[src/common/spi_reg_pkg.sv]
// SPI register bridge shared sizes, command layout and bus structs
`default_nettype none

package spi_reg_pkg;

    // ==========================================================
    // Register bank geometry
    // ==========================================================

    // Number of byte-wide control registers
    localparam int REG_COUNT = 16;

    // Index width into the bank
    localparam int REG_ADDR_W = $clog2(REG_COUNT);

    // ==========================================================
    // Command byte layout
    // ==========================================================

    // Bit 7 of the command byte, set for write
    localparam int CMD_WR_BIT = 7;

    // Start address in bits 6:0
    localparam int CMD_ADDR_W = 7;

    // Returned on MISO while the command byte is in flight
    localparam logic [7:0] DEVICE_ID = 8'hA5;

    // ==========================================================
    // Bus structs
    // ==========================================================

    // One received SPI byte
    typedef struct packed {
        logic [7:0] data;
        logic       first;   // first byte after select
    } spi_rx_t;

    // One register write from the decoder
    typedef struct packed {
        logic [CMD_ADDR_W-1:0] addr;
        logic [7:0]            data;
    } reg_wr_t;

    // All register contents, element i is register i
    typedef logic [REG_COUNT-1:0][7:0] reg_file_t;

endpackage

`default_nettype wire

[src/spi_slave/spi_pin_sync.sv]
// Two-flop synchronizer bringing asynchronous SPI pin levels into clk
`timescale 1ns/1ps
`default_nettype none

module spi_pin_sync #(
    parameter int WIDTH = 3
) (
    input  logic             clk,
    input  logic [WIDTH-1:0] din,
    output logic [WIDTH-1:0] dout
);

    // First stage, may go metastable
    logic [WIDTH-1:0] meta_q;

    // Two stages per bit
    always_ff @(posedge clk) begin
        meta_q <= din;
        dout   <= meta_q;
    end

endmodule

`default_nettype wire

[src/spi_slave/spi_slave_if.sv]
// Byte-level SPI slave for mode CPOL 0 CPHA 1 with SCK edge detect and shifters
`timescale 1ns/1ps
`default_nettype none

// ==========================================================
// MISO changes on rising SCK and MOSI is sampled on falling SCK
// SCK is oversampled in the clk domain and the master must
// hold each half period for at least eight clk cycles
// ==========================================================

module spi_slave_if (
    input  logic                 clk,
    input  logic                 rst_n,
    input  logic                 sck,
    input  logic                 ss_n,
    input  logic                 mosi,
    output logic                 miso,
    output logic                 miso_oe,
    output logic                 sel,
    output spi_reg_pkg::spi_rx_t rx,
    output logic                 rx_valid,
    input  logic [7:0]           tx_data,
    output logic                 tx_load
);

    // Synchronized pin levels
    logic       sck_s;
    logic       ss_n_s;
    logic       mosi_s;

    // Edge detect
    logic       sck_d;
    logic       fall_edge;
    logic       rise_edge;

    // Receive side
    logic [2:0] rx_bit_cnt;
    logic [6:0] rx_shift;
    logic       cmd_done;

    // Transmit side
    logic [2:0] tx_bit_cnt;
    logic [6:0] tx_shift;

    spi_pin_sync #(
        .WIDTH(3)
    ) pin_sync0 (
        .clk (clk),
        .din ({sck, ss_n, mosi}),
        .dout({sck_s, ss_n_s, mosi_s})
    );

    // Pin driven straight from the raw select
    assign miso_oe = ~ss_n;

    // Active-high select in clk domain
    assign sel = ~ss_n_s;

    // ==========================================================
    // SCK edge detection
    // ==========================================================

    // SCK idles low in CPOL 0
    always_ff @(posedge clk) begin
        if (!rst_n) begin
            sck_d <= 1'b0;
        end else begin
            sck_d <= sck_s;
        end
    end

    assign fall_edge = sck_d & ~sck_s;
    assign rise_edge = ~sck_d & sck_s;

    // ==========================================================
    // Receive path
    // ==========================================================

    // Bit counter cleared on deselect so an aborted byte is lost
    always_ff @(posedge clk) begin
        if (!rst_n || !sel) begin
            rx_bit_cnt <= 3'd0;
        end else if (fall_edge) begin
            rx_bit_cnt <= rx_bit_cnt + 3'd1;
        end
    end

    // MSB first with the newest bit at the bottom
    always_ff @(posedge clk) begin
        if (fall_edge) begin
            rx_shift <= {rx_shift[5:0], mosi_s};
        end
    end

    // Byte ends on the eighth falling edge
    assign rx_valid = fall_edge & sel & (rx_bit_cnt == 3'd7);

    // Set once the command byte has been received
    always_ff @(posedge clk) begin
        if (!rst_n || !sel) begin
            cmd_done <= 1'b0;
        end else if (rx_valid) begin
            cmd_done <= 1'b1;
        end
    end

    // Last bit bypasses the shifter
    assign rx.data  = {rx_shift, mosi_s};
    assign rx.first = ~cmd_done;

    // ==========================================================
    // Transmit path
    // ==========================================================

    always_ff @(posedge clk) begin
        if (!rst_n || !sel) begin
            tx_bit_cnt <= 3'd0;
        end else if (rise_edge) begin
            tx_bit_cnt <= tx_bit_cnt + 3'd1;
        end
    end

    // First rising edge of each byte
    assign tx_load = rise_edge & sel & (tx_bit_cnt == 3'd0);

    // Load new byte at bit 0 or shift toward MISO
    always_ff @(posedge clk) begin
        if (rise_edge) begin
            if (tx_load) begin
                {miso, tx_shift} <= tx_data;
            end else begin
                {miso, tx_shift} <= {tx_shift, 1'b0};
            end
        end
    end

endmodule

`default_nettype wire

[src/hdl/spi_cmd_decoder.sv]
// SPI transaction parser with command latch, address pointer, writes and TX byte select
`timescale 1ns/1ps
`default_nettype none

module spi_cmd_decoder (
    input  logic                               clk,
    input  logic                               rst_n,
    input  logic                               sel,
    input  spi_reg_pkg::spi_rx_t               rx,
    input  logic                               rx_valid,
    input  logic                               tx_load,
    output logic [7:0]                         tx_data,
    output spi_reg_pkg::reg_wr_t               wr,
    output logic                               wr_valid,
    output logic [spi_reg_pkg::CMD_ADDR_W-1:0] rd_addr,
    input  logic [7:0]                         rd_data
);

    import spi_reg_pkg::*;

    // Transaction state
    logic                  wr_cmd;
    logic                  id_sent;
    logic [CMD_ADDR_W-1:0] ptr;

    // Helpers
    logic                  data_byte;
    logic                  ptr_at_max;

    // Any byte after the command
    assign data_byte = rx_valid & ~rx.first;

    // Pointer stops at the top of the address field
    assign ptr_at_max = &ptr;

    // ==========================================================
    // Command latch and address pointer
    // ==========================================================

    // Deselect ends the transaction and the next byte is a command again
    always_ff @(posedge clk) begin
        if (!rst_n || !sel) begin
            wr_cmd  <= 1'b0;
            id_sent <= 1'b0;
            ptr     <= '0;
        end else begin
            // ID byte goes out with the first load
            if (tx_load) begin
                id_sent <= 1'b1;
            end
            if (rx_valid && rx.first) begin
                wr_cmd <= rx.data[CMD_WR_BIT];
                ptr    <= rx.data[CMD_ADDR_W-1:0];
            end else if (data_byte && !ptr_at_max) begin
                ptr <= ptr + CMD_ADDR_W'(1);
            end
        end
    end

    // ==========================================================
    // Register write
    // ==========================================================

    // One-cycle strobe after the data byte lands
    always_ff @(posedge clk) begin
        if (!rst_n) begin
            wr_valid <= 1'b0;
        end else begin
            wr_valid <= data_byte & wr_cmd;
        end
    end

    // Address is the pointer before it steps
    always_ff @(posedge clk) begin
        if (data_byte) begin
            wr.addr <= ptr;
            wr.data <= rx.data;
        end
    end

    // ==========================================================
    // Transmit byte select
    // ==========================================================

    assign rd_addr = ptr;

    // Device ID during the command byte and register data after
    assign tx_data = id_sent ? rd_data : DEVICE_ID;

endmodule

`default_nettype wire

[src/hdl/spi_reg_bank.sv]
// Bank of byte-wide control registers with write port and range-checked read mux
`timescale 1ns/1ps
`default_nettype none

module spi_reg_bank (
    input  logic                               clk,
    input  logic                               rst_n,
    input  spi_reg_pkg::reg_wr_t               wr,
    input  logic                               wr_valid,
    input  logic [spi_reg_pkg::CMD_ADDR_W-1:0] rd_addr,
    output logic [7:0]                         rd_data,
    output spi_reg_pkg::reg_file_t             regs
);

    import spi_reg_pkg::*;

    // Address inside the bank
    logic wr_hit;
    logic rd_hit;

    // ==========================================================
    // Write port
    // ==========================================================

    // Out of range writes are dropped
    assign wr_hit = wr_valid && (wr.addr < CMD_ADDR_W'(REG_COUNT));

    always_ff @(posedge clk) begin
        if (!rst_n) begin
            regs <= '0;
        end else if (wr_hit) begin
            regs[wr.addr[REG_ADDR_W-1:0]] <= wr.data;
        end
    end

    // ==========================================================
    // Read mux
    // ==========================================================

    assign rd_hit = rd_addr < CMD_ADDR_W'(REG_COUNT);

    // Unmapped addresses read as zero
    always_comb begin
        if (rd_hit) begin
            rd_data = regs[rd_addr[REG_ADDR_W-1:0]];
        end else begin
            rd_data = 8'h00;
        end
    end

endmodule

`default_nettype wire

[src/hdl/spi_reg_top.sv]
// SPI slave register bridge top joining slave port, decoder and register bank
`timescale 1ns/1ps
`default_nettype none

module spi_reg_top (
    input  logic                   clk,
    input  logic                   rst_n,
    input  logic                   sck,
    input  logic                   ss_n,
    input  logic                   mosi,
    output logic                   miso,
    output logic                   miso_oe,
    output spi_reg_pkg::reg_file_t reg_q
);

    import spi_reg_pkg::*;

    // Slave port to decoder
    logic                  sel;
    spi_rx_t               rx;
    logic                  rx_valid;
    logic [7:0]            tx_data;
    logic                  tx_load;

    // Decoder to bank
    reg_wr_t               wr;
    logic                  wr_valid;
    logic [CMD_ADDR_W-1:0] rd_addr;
    logic [7:0]            rd_data;

    spi_slave_if slave_if0 (
        .clk     (clk),
        .rst_n   (rst_n),
        .sck     (sck),
        .ss_n    (ss_n),
        .mosi    (mosi),
        .miso    (miso),
        .miso_oe (miso_oe),
        .sel     (sel),
        .rx      (rx),
        .rx_valid(rx_valid),
        .tx_data (tx_data),
        .tx_load (tx_load)
    );

    spi_cmd_decoder cmd_decoder0 (
        .clk     (clk),
        .rst_n   (rst_n),
        .sel     (sel),
        .rx      (rx),
        .rx_valid(rx_valid),
        .tx_load (tx_load),
        .tx_data (tx_data),
        .wr      (wr),
        .wr_valid(wr_valid),
        .rd_addr (rd_addr),
        .rd_data (rd_data)
    );

    // Parallel register contents leave as reg_q
    spi_reg_bank reg_bank0 (
        .clk     (clk),
        .rst_n   (rst_n),
        .wr      (wr),
        .wr_valid(wr_valid),
        .rd_addr (rd_addr),
        .rd_data (rd_data),
        .regs    (reg_q)
    );

endmodule

`default_nettype wire

[config.mk]
export PLATFORM = sky130hd
export DESIGN_NAME = spi_reg_top
export DESIGN_NICKNAME = d
export VERILOG_FILES = /design/src/common/spi_reg_pkg.sv /design/src/spi_slave/spi_pin_sync.sv /design/src/spi_slave/spi_slave_if.sv /design/src/hdl/spi_cmd_decoder.sv /design/src/hdl/spi_reg_bank.sv /design/src/hdl/spi_reg_top.sv
export SDC_FILE = /design/constraint.sdc
export NUM_CORES = 1
export LEC_CHECK = 0
export BUFFER_PORTS_ARGS = -buffer_cell sky130_fd_sc_hd__buf_2
export CAP_MARGIN = 5
export CELL_PAD_IN_SITES_DETAIL_PLACEMENT = 1
export CELL_PAD_IN_SITES_GLOBAL_PLACEMENT = 1
export CORE_ASPECT_RATIO = 1.25
export CORE_MARGIN = 4
export CORE_UTILIZATION = 25
export CTS_CLUSTER_DIAMETER = 200
export DETAILED_ROUTE_END_ITERATION = 16
export GPL_TIMING_DRIVEN = 0
export PLACE_DENSITY = 0.52
export SYNTH_ARGS = -nofsm -noshare
export SYNTH_HDL_FRONTEND = slang
export SYNTH_SLANG_ARGS = --single-unit
[constraint.sdc]
create_clock -name clk -period 1.9 [get_ports clk]
set_clock_uncertainty 0.1 [all_clocks]
set_input_delay 0.38 -clock clk [delete_from_list [all_inputs] [get_ports clk]]
set_output_delay 0.38 -clock clk [all_outputs]
set_load 0.02 [all_outputs]
# After elaboration in Yosys (flattened, before gate mapping)
# Index checks and enable logic that the tools add are counted.
[op_classes]
mux = 11
eq_ne = 1
multipliers = 0
add_sub_neg = 3
n_bitwise = 13
shift = 0
magnitude_cmp = 5
div = 0
n_reduce_logical = 10
[op_table]
columns = ["op", "count"]
rows = [
  ["$bwmux W128", 1],
  ["$bmux W8 S4", 1],
  ["$demux W8 S4", 1],
  ["$mux W8", 4],
  ["$mux W7", 3],
  ["$lt A7 B5 Y1 const B", 2],
  ["$lt A4 B5 Y1 const B", 2],
  ["$and A1 B1 Y1", 8],
  ["$add A7 B1 Y7 const B", 1],
  ["$reduce_and A7 Y1", 1],
  ["$add A3 B1 Y3 const B", 2],
  ["$not A1 Y1", 5],
  ["$ge A4 B1 Y1 const B", 1],
  ["$logic_and A1 B1 Y1", 4],
  ["$eq A3 B3 Y1 const B", 1],
  ["$logic_not A3 Y1", 1],
  ["$logic_not A1 Y1", 2],
  ["$reduce_bool A2 Y1", 1],
  ["$logic_or A1 B1 Y1", 1],
  ["$mux W1", 1],
]
[totals]
romBits = 0
ram_bits = 0
memories = 0
output_inout_bits = 130
regBits = 182
latchBits = 0
inputBits = 5

# Depth between registers and ports, before layout
# Gate-level depths: netlist of run 1.
[depth]
word_depth = 8
depth_mapped = 7

# By module
# A second synthesis of run 1 with hierarchy kept.
[unflattened]
hier_cells = 675
area_unflattened_um2 = 7811.2
[modules_own_cells]
columns = ["mod", "cells_per_inst", "area_per_inst_um2", "n_inst", "seq_area_each_um2"]
rows = [
  ["spi_reg_bank", 519, 5740.5, 1, 2562.5],
  ["spi_cmd_decoder", 86, 1022.2, 1, 650.6],
  ["spi_slave_if", 64, 928.4, 1, 610.6],
  ["spi_pin_sync", 6, 120.1, 1, 120.1],
]

# Least setup slack after synthesis of run 1
# No wires, ideal clock.
[synth_timing]
kind = "register to register"
startpoint = "reg cmd_decoder0.ptr[0] (netlist: cmd_decoder0.rd_addr[0])"
endpoint = "reg slave_if0.tx_shift[6], data pin"
arrival_ns = 1.553
stages_incl_launch_ff = 6
slack_ns = -0.014
t_required_ns = 1.539
path_cell_list = "dfxtp_1 -> buf_6 -> mux4_1 -> mux2_2 -> a32oi_1 -> o21ai_1"
[synth_between]
elab_chain_len = 5
elab_cells_between_ends = 6
classes_between = "order compare (1); mux (5)"
[synth_lines]
columns = ["element", "line_no", "text"]
rows = [
  ["start: declaration", "spi_cmd_decoder.sv:24", "logic [CMD_ADDR_W-1:0] ptr;"],
  ["start signal: assignment", "spi_cmd_decoder.sv:53", "ptr <= rx.data[CMD_ADDR_W-1:0];"],
  ["start signal: assignment", "spi_cmd_decoder.sv:55", "ptr <= ptr + CMD_ADDR_W'(1);"],
  ["$bmux W8 S4", "spi_reg_bank.sv:45", "rd_data = regs[rd_addr[REG_ADDR_W-1:0]];"],
  ["$mux W8 (implied by the code)", "spi_reg_bank.sv:45", ""],
  ["$mux W8 *", "spi_reg_bank.sv:44", "if (rd_hit) begin"],
  ["$mux W8 *", "spi_cmd_decoder.sv:88", "assign tx_data = id_sent ? rd_data : DEVICE_ID;"],
  ["$mux W7 *", "spi_slave_if.sv:129", "if (tx_load) begin"],
  ["end signal: assignment", "spi_slave_if.sv:130", "{miso, tx_shift} <= tx_data;"],
  ["end signal: assignment", "spi_slave_if.sv:132", "{miso, tx_shift} <= {tx_shift, 1'b0};"],
  ["end: declaration", "spi_slave_if.sv:43", "logic [6:0] tx_shift;"],
]
# Every way passes the cells marked *; elsewhere a longest branch is shown, timed or not. The select of a mux whose other input is x is not followed.
# A chain may end at the register's enable or synchronous reset.

# Worst setup path in the final report of run 1
[layout_timing]
startpoint = "reg cmd_decoder0.ptr[0] (netlist: cmd_decoder0.rd_addr[0])"
endpoint = "reg slave_if0.tx_shift[4], data pin"
# The elaborated chain is that of the path after synthesis.

==> results of run 1 <==
## cell type report
type	instances	area, µm²
Tap cell	412	515.5
Sequential cell	182	3953
Inverter	3	11.26
Fill cell	3525	21390
Multi-Input combinational cell	434	4103
Clock buffer	20	446.7
Clock inverter	12	115.1
Timing Repair Buffer	165	1062
Buffer	56	467.9
## routing by layer
layer  vias to the layer above  routed length [µm]  track usage (%)
met5                         -                   0                0
met4                         0                 445            3.999
met3                        31                1533            2.926
met2                       163               14480            27.88
met1                      3038               13160            22.47
li1                       2806                   -                -
## cell usage in the layout (no fill, tap or decap), types with 4 or more instances in the layout
| master | count |
|---|---|
| a21oi_1 | 11 |
| a32oi_2 | 4 |
| and4bb_2 | 5 |
| buf_12 | 14 |
| buf_2 | 137 |
| buf_4 | 19 |
| buf_6 | 14 |
| clkbuf_1 | 29 |
| clkbuf_16 | 18 |
| dfxtp_1 | 149 |
| edfxtp_1 | 30 |
| ha_1 | 4 |
| inv_6 | 4 |
| mux2_4 | 8 |
| mux2i_1 | 139 |
| mux4_2 | 30 |
| nand2_1 | 8 |
| nand3_1 | 6 |
| nand4_4 | 4 |
| nand4b_1 | 8 |
| nor2_1 | 12 |
| nor2b_1 | 132 |
| o211ai_1 | 4 |
| o21ai_1 | 8 |
## cells in the mapped netlist (2+ instances only)
cell type	instances
o21ai_0	8
clkbuf_1	29
mux2i_1	141
buf_2	16
xnor2_1	2
buf_4	10
mux4_2	23
nand2_1	9
xor2_1	2
nor2_1	12
nand4_4	2
inv_1	3
mux4_1	7
edfxtp_1	30
nand4_1	3
a32oi_1	4
nand4_2	2
a21oi_1	11
nand2b_1	2
mux2_2	8
o21a_1	2
nand4b_1	8
nand3_1	6
and2_1	4
nor3_1	2
nand3b_1	2
dfxtp_1	152
ha_1	5
nor2b_1	134
o211ai_1	4
and3_1	2
and4bb_2	4
a31oi_1	2
o21ai_1	3
a2bb2oi_1	4
## metrics by stage
stage          cell area [µm²]  util (%)  setup slack, ns  hold WS, ns
5_1_grt                  10670     33.29          -0.1902       0.2550
4_1_cts                  10420     32.51          -0.1793       0.2353
3_3_place_gp              9356     29.18          -0.8240       0.2171
3_5_place_dp              9356     29.18          -0.7649       0.2184
6_report                 10670     33.29          -0.1332       0.2318
2_1_floorplan             8170         -          0.02838       0.2096
## flip-flops by register name, indices dropped and copies added (netlist names)
name	count
slave_if0.miso	1
cmd_decoder0.id_sent	1
cmd_decoder0.wr	15
cmd_decoder0.rd_addr	7
slave_if0.tx_bit_cnt	3
slave_if0.rx_shift	7
slave_if0.cmd_done	1
slave_if0.sck_d	1
slave_if0.tx_shift	7
slave_if0.rx_bit_cnt	3
cmd_decoder0.wr_valid	1
reg_bank0.regs	128
cmd_decoder0.wr_cmd	1
slave_if0.pin_sync0.meta_q	3
slave_if0.pin_sync0.dout	3
## kinds of logic (layout without fill, tap and decap cells)
family / Yosys count / in the layout / share of synthesized area, %
simple gates: 199 / 199 / 16.16
buf+inv: 59 / 256 / 3.508
fa+ha+maj: 5 / 5 / 0.7660
flops: 182 / 182 / 48.29
xor+xnor: 4 / 4 / 0.4291
mux: 179 / 179 / 26.98
compound gates: 47 / 47 / 3.861
## worst reg2reg max path: stages, from the launching register on
cell and delay [ns]:
dfxtp_4 0.39, buf_12 0.14, mux4_2 0.52, mux2_4 0.32
a32oi_2 0.23, o21ai_1 0.09
## power by group
group          switching [mW]  internal (mW)  leakage [nW]
Clock                    1.70           1.77         0.276
Sequential             0.0183           3.93          1.50
Combinational           0.121         0.0872          2.82
Total                    1.84           5.79          4.60
## how the worst max path moves through the flow
stage,start,to,slack (ns),cells after the start
global route,cmd_decoder0.rd_addr[0],slave_if0.tx_shift[4],-0.19,5
floorplan,cmd_decoder0.rd_addr[2],slave_if0.tx_shift[6],0.03,5
global placement,cmd_decoder0.rd_addr[1],slave_if0.tx_shift[0],-0.82,5
finish,cmd_decoder0.rd_addr[0],slave_if0.tx_shift[4],-0.13,5
detailed placement,cmd_decoder0.rd_addr[1],slave_if0.tx_shift[0],-0.76,5
CTS,cmd_decoder0.rd_addr[0],slave_if0.tx_shift[3],-0.18,6
## timing repair
action,CTS,global route
gates resized for setup,75,41
hold buffers,3,0
gates cloned,3,1
endpoints found under the setup margin,147,136
endpoints found under the hold margin,3,0
buffers inserted,14,12
pin swaps,6,11
==> flow_summary.ini, run 1 <==
[worst_setup_path]
worst_ep_arrival_time_ns = 2.12
rrSetupSlack_ns = -0.13
reg2reg_depth = 5
endpoint_kind = flop
cp_max_fo = 5
worstPathRequired_ns = 1.99
r2r-end = slave_if0.tx_shift[4]
worstPathCellList = buf_12 > mux4_2 > mux2_4 > a32oi_2 > o21ai_1
critPathBufInv = 1
critical_path_class = flop to flop
slowest_stage = mux4_2
cpLargestDelayFamily = multiplexers
crit_path_max_incr_delay_ns = 0.52
regToRegStartpoint = cmd_decoder0.rd_addr[0]
start_kind = flop

[sta]
setup_viol = 6
layout_min_cycle_time_ns = 2.033
relSlewSlack_pct = 45.36
worst_pin_slew_ns = 0.8196
fmax_mhz = 491.8
fin_ws_ns = -0.1332
rsz0062_at_grt = yes
period_share_pct = 107.0
finalHoldViolCount = 0
maxSlewViolCount = 0
fin_setup_tns_ns = -0.5029

[synthesis]
synth_edf_count = 30
ys_ff_latch = 182
syn-mean-instance-area_um2 = 12.10
synth_area_leaders = dfxtp_1 (37%), mux2i_1 (17%), edfxtp_1 (11%), nor2b_1 (10%), mux4_2 (6.3%)
synthFlopType = dfxtp_1
synth_cells = 675
synth_top_area_share_pct = 37.26
ys_async_sr_fraction_pct = 0
ys_types = 52
synth_nets = 685
yosysWarnings = 0
synth_area_um2 = 8167
synth_seq_area_share_pct = 48.29
synth_area_leader_cell = dfxtp_1

[global_route]
grt_pass1_vias = 6341
grt_usage_pct = 16.67
grt.overflow.total = 0
grt_pass1_wl_um = 43710
grt_max_degree = 19
grt_antenna_before_repair = 0

[route]
ant_nets = 0
vias_per_cell = 4.702
drc = 0
vias = 6038
wl_per_cell_um = 23.07
initialDrtViolationCount = 298
dr.pass1.iters = 4
routed_wl_um = 29620

[worst_hold_path]
worstHoldStart = slave_if0.pin_sync0.meta_q[2]
min_path_cells = 0
hold_path.class = flop to flop
holdPathEnd = slave_if0.pin_sync0.dout[2]

[power]
ir_drop_mv = 0.5353
power_density_nw_per_um2 = 714.8
power.leakage_nw = 4.597
total_power_mw = 7.630

[floorplan]
ios = 135
die_h_um = 210.1
core_area_um2 = 32060
die_w_um = 169.7
die_area_um2 = 35640
rows = 73
initial_core_util_pct = 25.47

[layout]
area.growth.synth_to_final_pct = 30.70
stdcell_count = 1284
nets = 869
diodes = 0
drive_gt1_share_pct = 33.60

[placed_design]
io_buffers = 134
dp_cells = 1221
dp_hpwl_um = 20680
gp_congestion = 0.7778

[flow_run]
cap_viol_max_count = 0

[cts]
cts_buffer_depth = 2
tritoncts = built
h-tree-depth = 4
cts_buffers = 17
ctsRootBufferMaster = clkbuf_16
cts_num_sinks = 182
cts.clk_slew.worst_paths_ns = 0.07
insertion_delay_ns = 0.44

[run_status]
violations = negative setup slack
status = finished, violations left
Note: power is estimated with default switching activity, not from simulation.
==> run 2, diff against run 1 <==
--- a/config.mk
+++ b/config.mk
@@ -15,7 +15,9 @@
 export CTS_CLUSTER_DIAMETER = 200
 export DETAILED_ROUTE_END_ITERATION = 16
 export GPL_TIMING_DRIVEN = 0
-export PLACE_DENSITY = 0.52
+export PLACE_DENSITY = 0.53
+export SETUP_SLACK_MARGIN = 0.1
 export SYNTH_ARGS = -nofsm -noshare
 export SYNTH_HDL_FRONTEND = slang
+export SYNTH_HIERARCHICAL = 1
 export SYNTH_SLANG_ARGS = --single-unit
==> run 2 against run 1 <==
The flow still finishes with violations (negative setup slack). Non-clock buffer count fell by 9. First-iteration DRC count fell by 26%. Worst setup slack got worse by 0.25 ns. Count of clock-buffer cells in the layout fell by 2. Critical path type unchanged.
==> flow_summary.ini, run 2 <==
[power]
ir_drop_mv = 0.5363
power_density_nw_per_um2 = 761.6
total_power_mw = 7.846
power.leakage_nw = 4.796

[worst_setup_path]
slowest_stage = mux4_2
cp_max_fo = 10
worstPathCellList = buf_12 > mux4_2 > mux2i_4 > o22ai_1 > and2_1 > mux2_4
worstPathRequired_ns = 1.99
worst_ep_arrival_time_ns = 2.38
crit_path_max_incr_delay_ns = 0.59
reg2reg_depth = 6
start_kind = flop
critical_path_class = flop to flop
endpoint_kind = flop

[run_status]
violations = negative setup slack
status = finished, violations left

[floorplan]
die_h_um = 205.6
rows = 72
core_area_um2 = 30900
ios = 135
die_w_um = 166.1
initial_core_util_pct = 25.28
die_area_um2 = 34150

[layout]
diodes = 0
regMostFlops = reg_bank0/regs
multi_input_area_um2 = 3840
final_common_cell = nand2_1
largest_reg_flops = 128
reg_top3 = reg_bank0/regs x128, cmd_decoder0/wr x15
seqCellArea_um2 = 3960
final_cell_mix = nand2_1 (148), dfxtp_1 (147), buf_2 (141)
stdcell_count = 1277
area.growth.synth_to_final_pct = 31.89
nets = 867
drive_gt1_share_pct = 35.98
nFillCells = 3410

[synthesis]
yosysWarnings = 6
ys_types = 48
synth_area_um2 = 7811
synth_common_cells = dfxtp_1 (152), nand2_1 (150), mux2i_1 (147)
synth_most_common_cell = dfxtp_1
syn-mean-instance-area_um2 = 11.57
synth_seq_area_share_pct = 50.49
synthFlopType = dfxtp_1
synth_edf_count = 30
synth_top_area_share_pct = 38.96
synth_nets = 685
ys_ff_latch = 182
synth_area_leaders = dfxtp_1 (39%), mux2i_1 (19%), edfxtp_1 (12%), mux4_2 (9.2%), nand2_1 (7.2%)
synth_cells = 675
ys_async_sr_fraction_pct = 0
synth_area_leader_cell = dfxtp_1

[placed_design]
io_buffers = 134
dp_hpwl_um = 20320
dp_cells = 1216
gp_congestion = 0.7448
dp_slack_ns = -0.8881

[route]
vias_per_cell = 4.631
routed-wl-met2_um = 15130
dr.pass1.iters = 4
wl_met3_um = 922
highest_layer = met4
vias = 5914
drc = 0
routed_wl_um = 27980
ant_nets = 0
wl_per_cell_um = 21.91
initialDrtViolationCount = 221
drt-met1-wl_um = 11540

[global_route]
grt_usage_pct = 16.24
grt_pass1_wl_um = 41170
grt_pass1_vias = 6286
grt_max_degree = 17
grt.overflow.total = 0
grt_antenna_before_repair = 0

[worst_hold_path]
hold_path.class = primary input to flop
min_path_cells = 2

[sta]
layout_min_cycle_time_ns = 2.286
hold_ws_ns = 0.1894
setup_viol = 8
worst_pin_slew_ns = 0.7650
fin_ws_ns = -0.3859
period_share_pct = 120.3
finalHoldViolCount = 0
relSlewSlack_pct = 48.78
rsz0062_at_grt = yes
fmax_mhz = 437.5
maxSlewViolCount = 0

[cts]
cts_buffers = 17
cts_num_sinks = 182
insertion_delay_ns = 0.44
ctsRootBufferMaster = clkbuf_16
h-tree-depth = 4
cts.clk_slew.worst_paths_ns = 0.07
cts_buffer_depth = 2
tritoncts = built

[flow_run]
cap_viol_max_count = 0
-- run 2: cell families after synthesis --
family | share of synthesized area, %
AO/OA/AOI/OAI | 2.435
XOR/XNOR | 0.3364
adder cells (fa/ha/maj) | 0.8009
buffers and inverters | 3.364
flip-flops | 50.49
multiplexers | 29.07
AND/OR/NAND/NOR | 13.50
-- run 2: per-stage QoR --
step	instance area, µm²	setup TNS, ns	utilization, %
2_1_floorplan	7901	-0.6438	-
3_3_place_gp	9081	-35.97	29.39
3_5_place_dp	9081	-41.57	29.39
4_1_cts	10010	-2.806	32.39
5_1_grt	10300	-3.108	33.34
6_report	10300	-2.724	33.34
-- run 2: worst max-delay path, delay by kind of cell (launching register included) --
kind | cells | cell delay [ns]
buffers and inverters | 1 | 0.18
DFF | 1 | 0.42
AOI/OAI and AO/OA | 1 | 0.11
and+or+nand+nor | 1 | 0.16
muxes | 3 | 1.06
-- run 2: power breakdown --
group          leakage [nW]  internal, mW  switching, mW
Clock                 0.293          2.09           1.61
Combinational          3.00        0.0567          0.140
Sequential             1.51          3.93         0.0174
-- run 2: area by class of cell --
| cell class | count | share of cell area, % |
|---|---|---|
| Multi-Input combinational cell | 437 | 37.27 |
| Tap cell | 407 | 4.943 |
| Inverter | 7 | 0.2550 |
| Timing Repair Buffer | 164 | 9.327 |
| Clock buffer | 18 | 4.166 |
| Clock inverter | 14 | 1.712 |
| Sequential cell | 182 | 38.44 |
| Buffer | 48 | 3.886 |
-- run 2: worst paths after layout --
| kind | startpoint | to | slack, ns |
|---|---|---|---|
| worst min-delay path | rst_n | slave_if0/sck_d | 0.19 |
| worst min register to register | slave_if0/pin_sync0/meta_q[2] | slave_if0/pin_sync0/dout[2] | 0.23 |
| worst max register to register | cmd_decoder0/rd_addr[0] | slave_if0/tx_shift[1] | -0.39 |
| worst max-delay path | cmd_decoder0/rd_addr[0] | slave_if0/tx_shift[1] | -0.39 |
-- run 2: repair_timing --
item | CTS | global route
hold buffers | 3 | 0
endpoints found under the setup margin | 154 | 149
resized for setup | 45 | 70
pin swaps | 3 | 4
endpoints found under the hold margin | 3 | 0
cloned | 0 | 2
setup buffers | 11 | 15
-- run 2: routing by layer --
layer / vias up / GRT usage [%]
met1: 3018 / 18.95
met3: 20 / 3.171
met4: 0 / 4.421
met2: 106 / 30.34
met5: - / 0
li1: 2770 / -
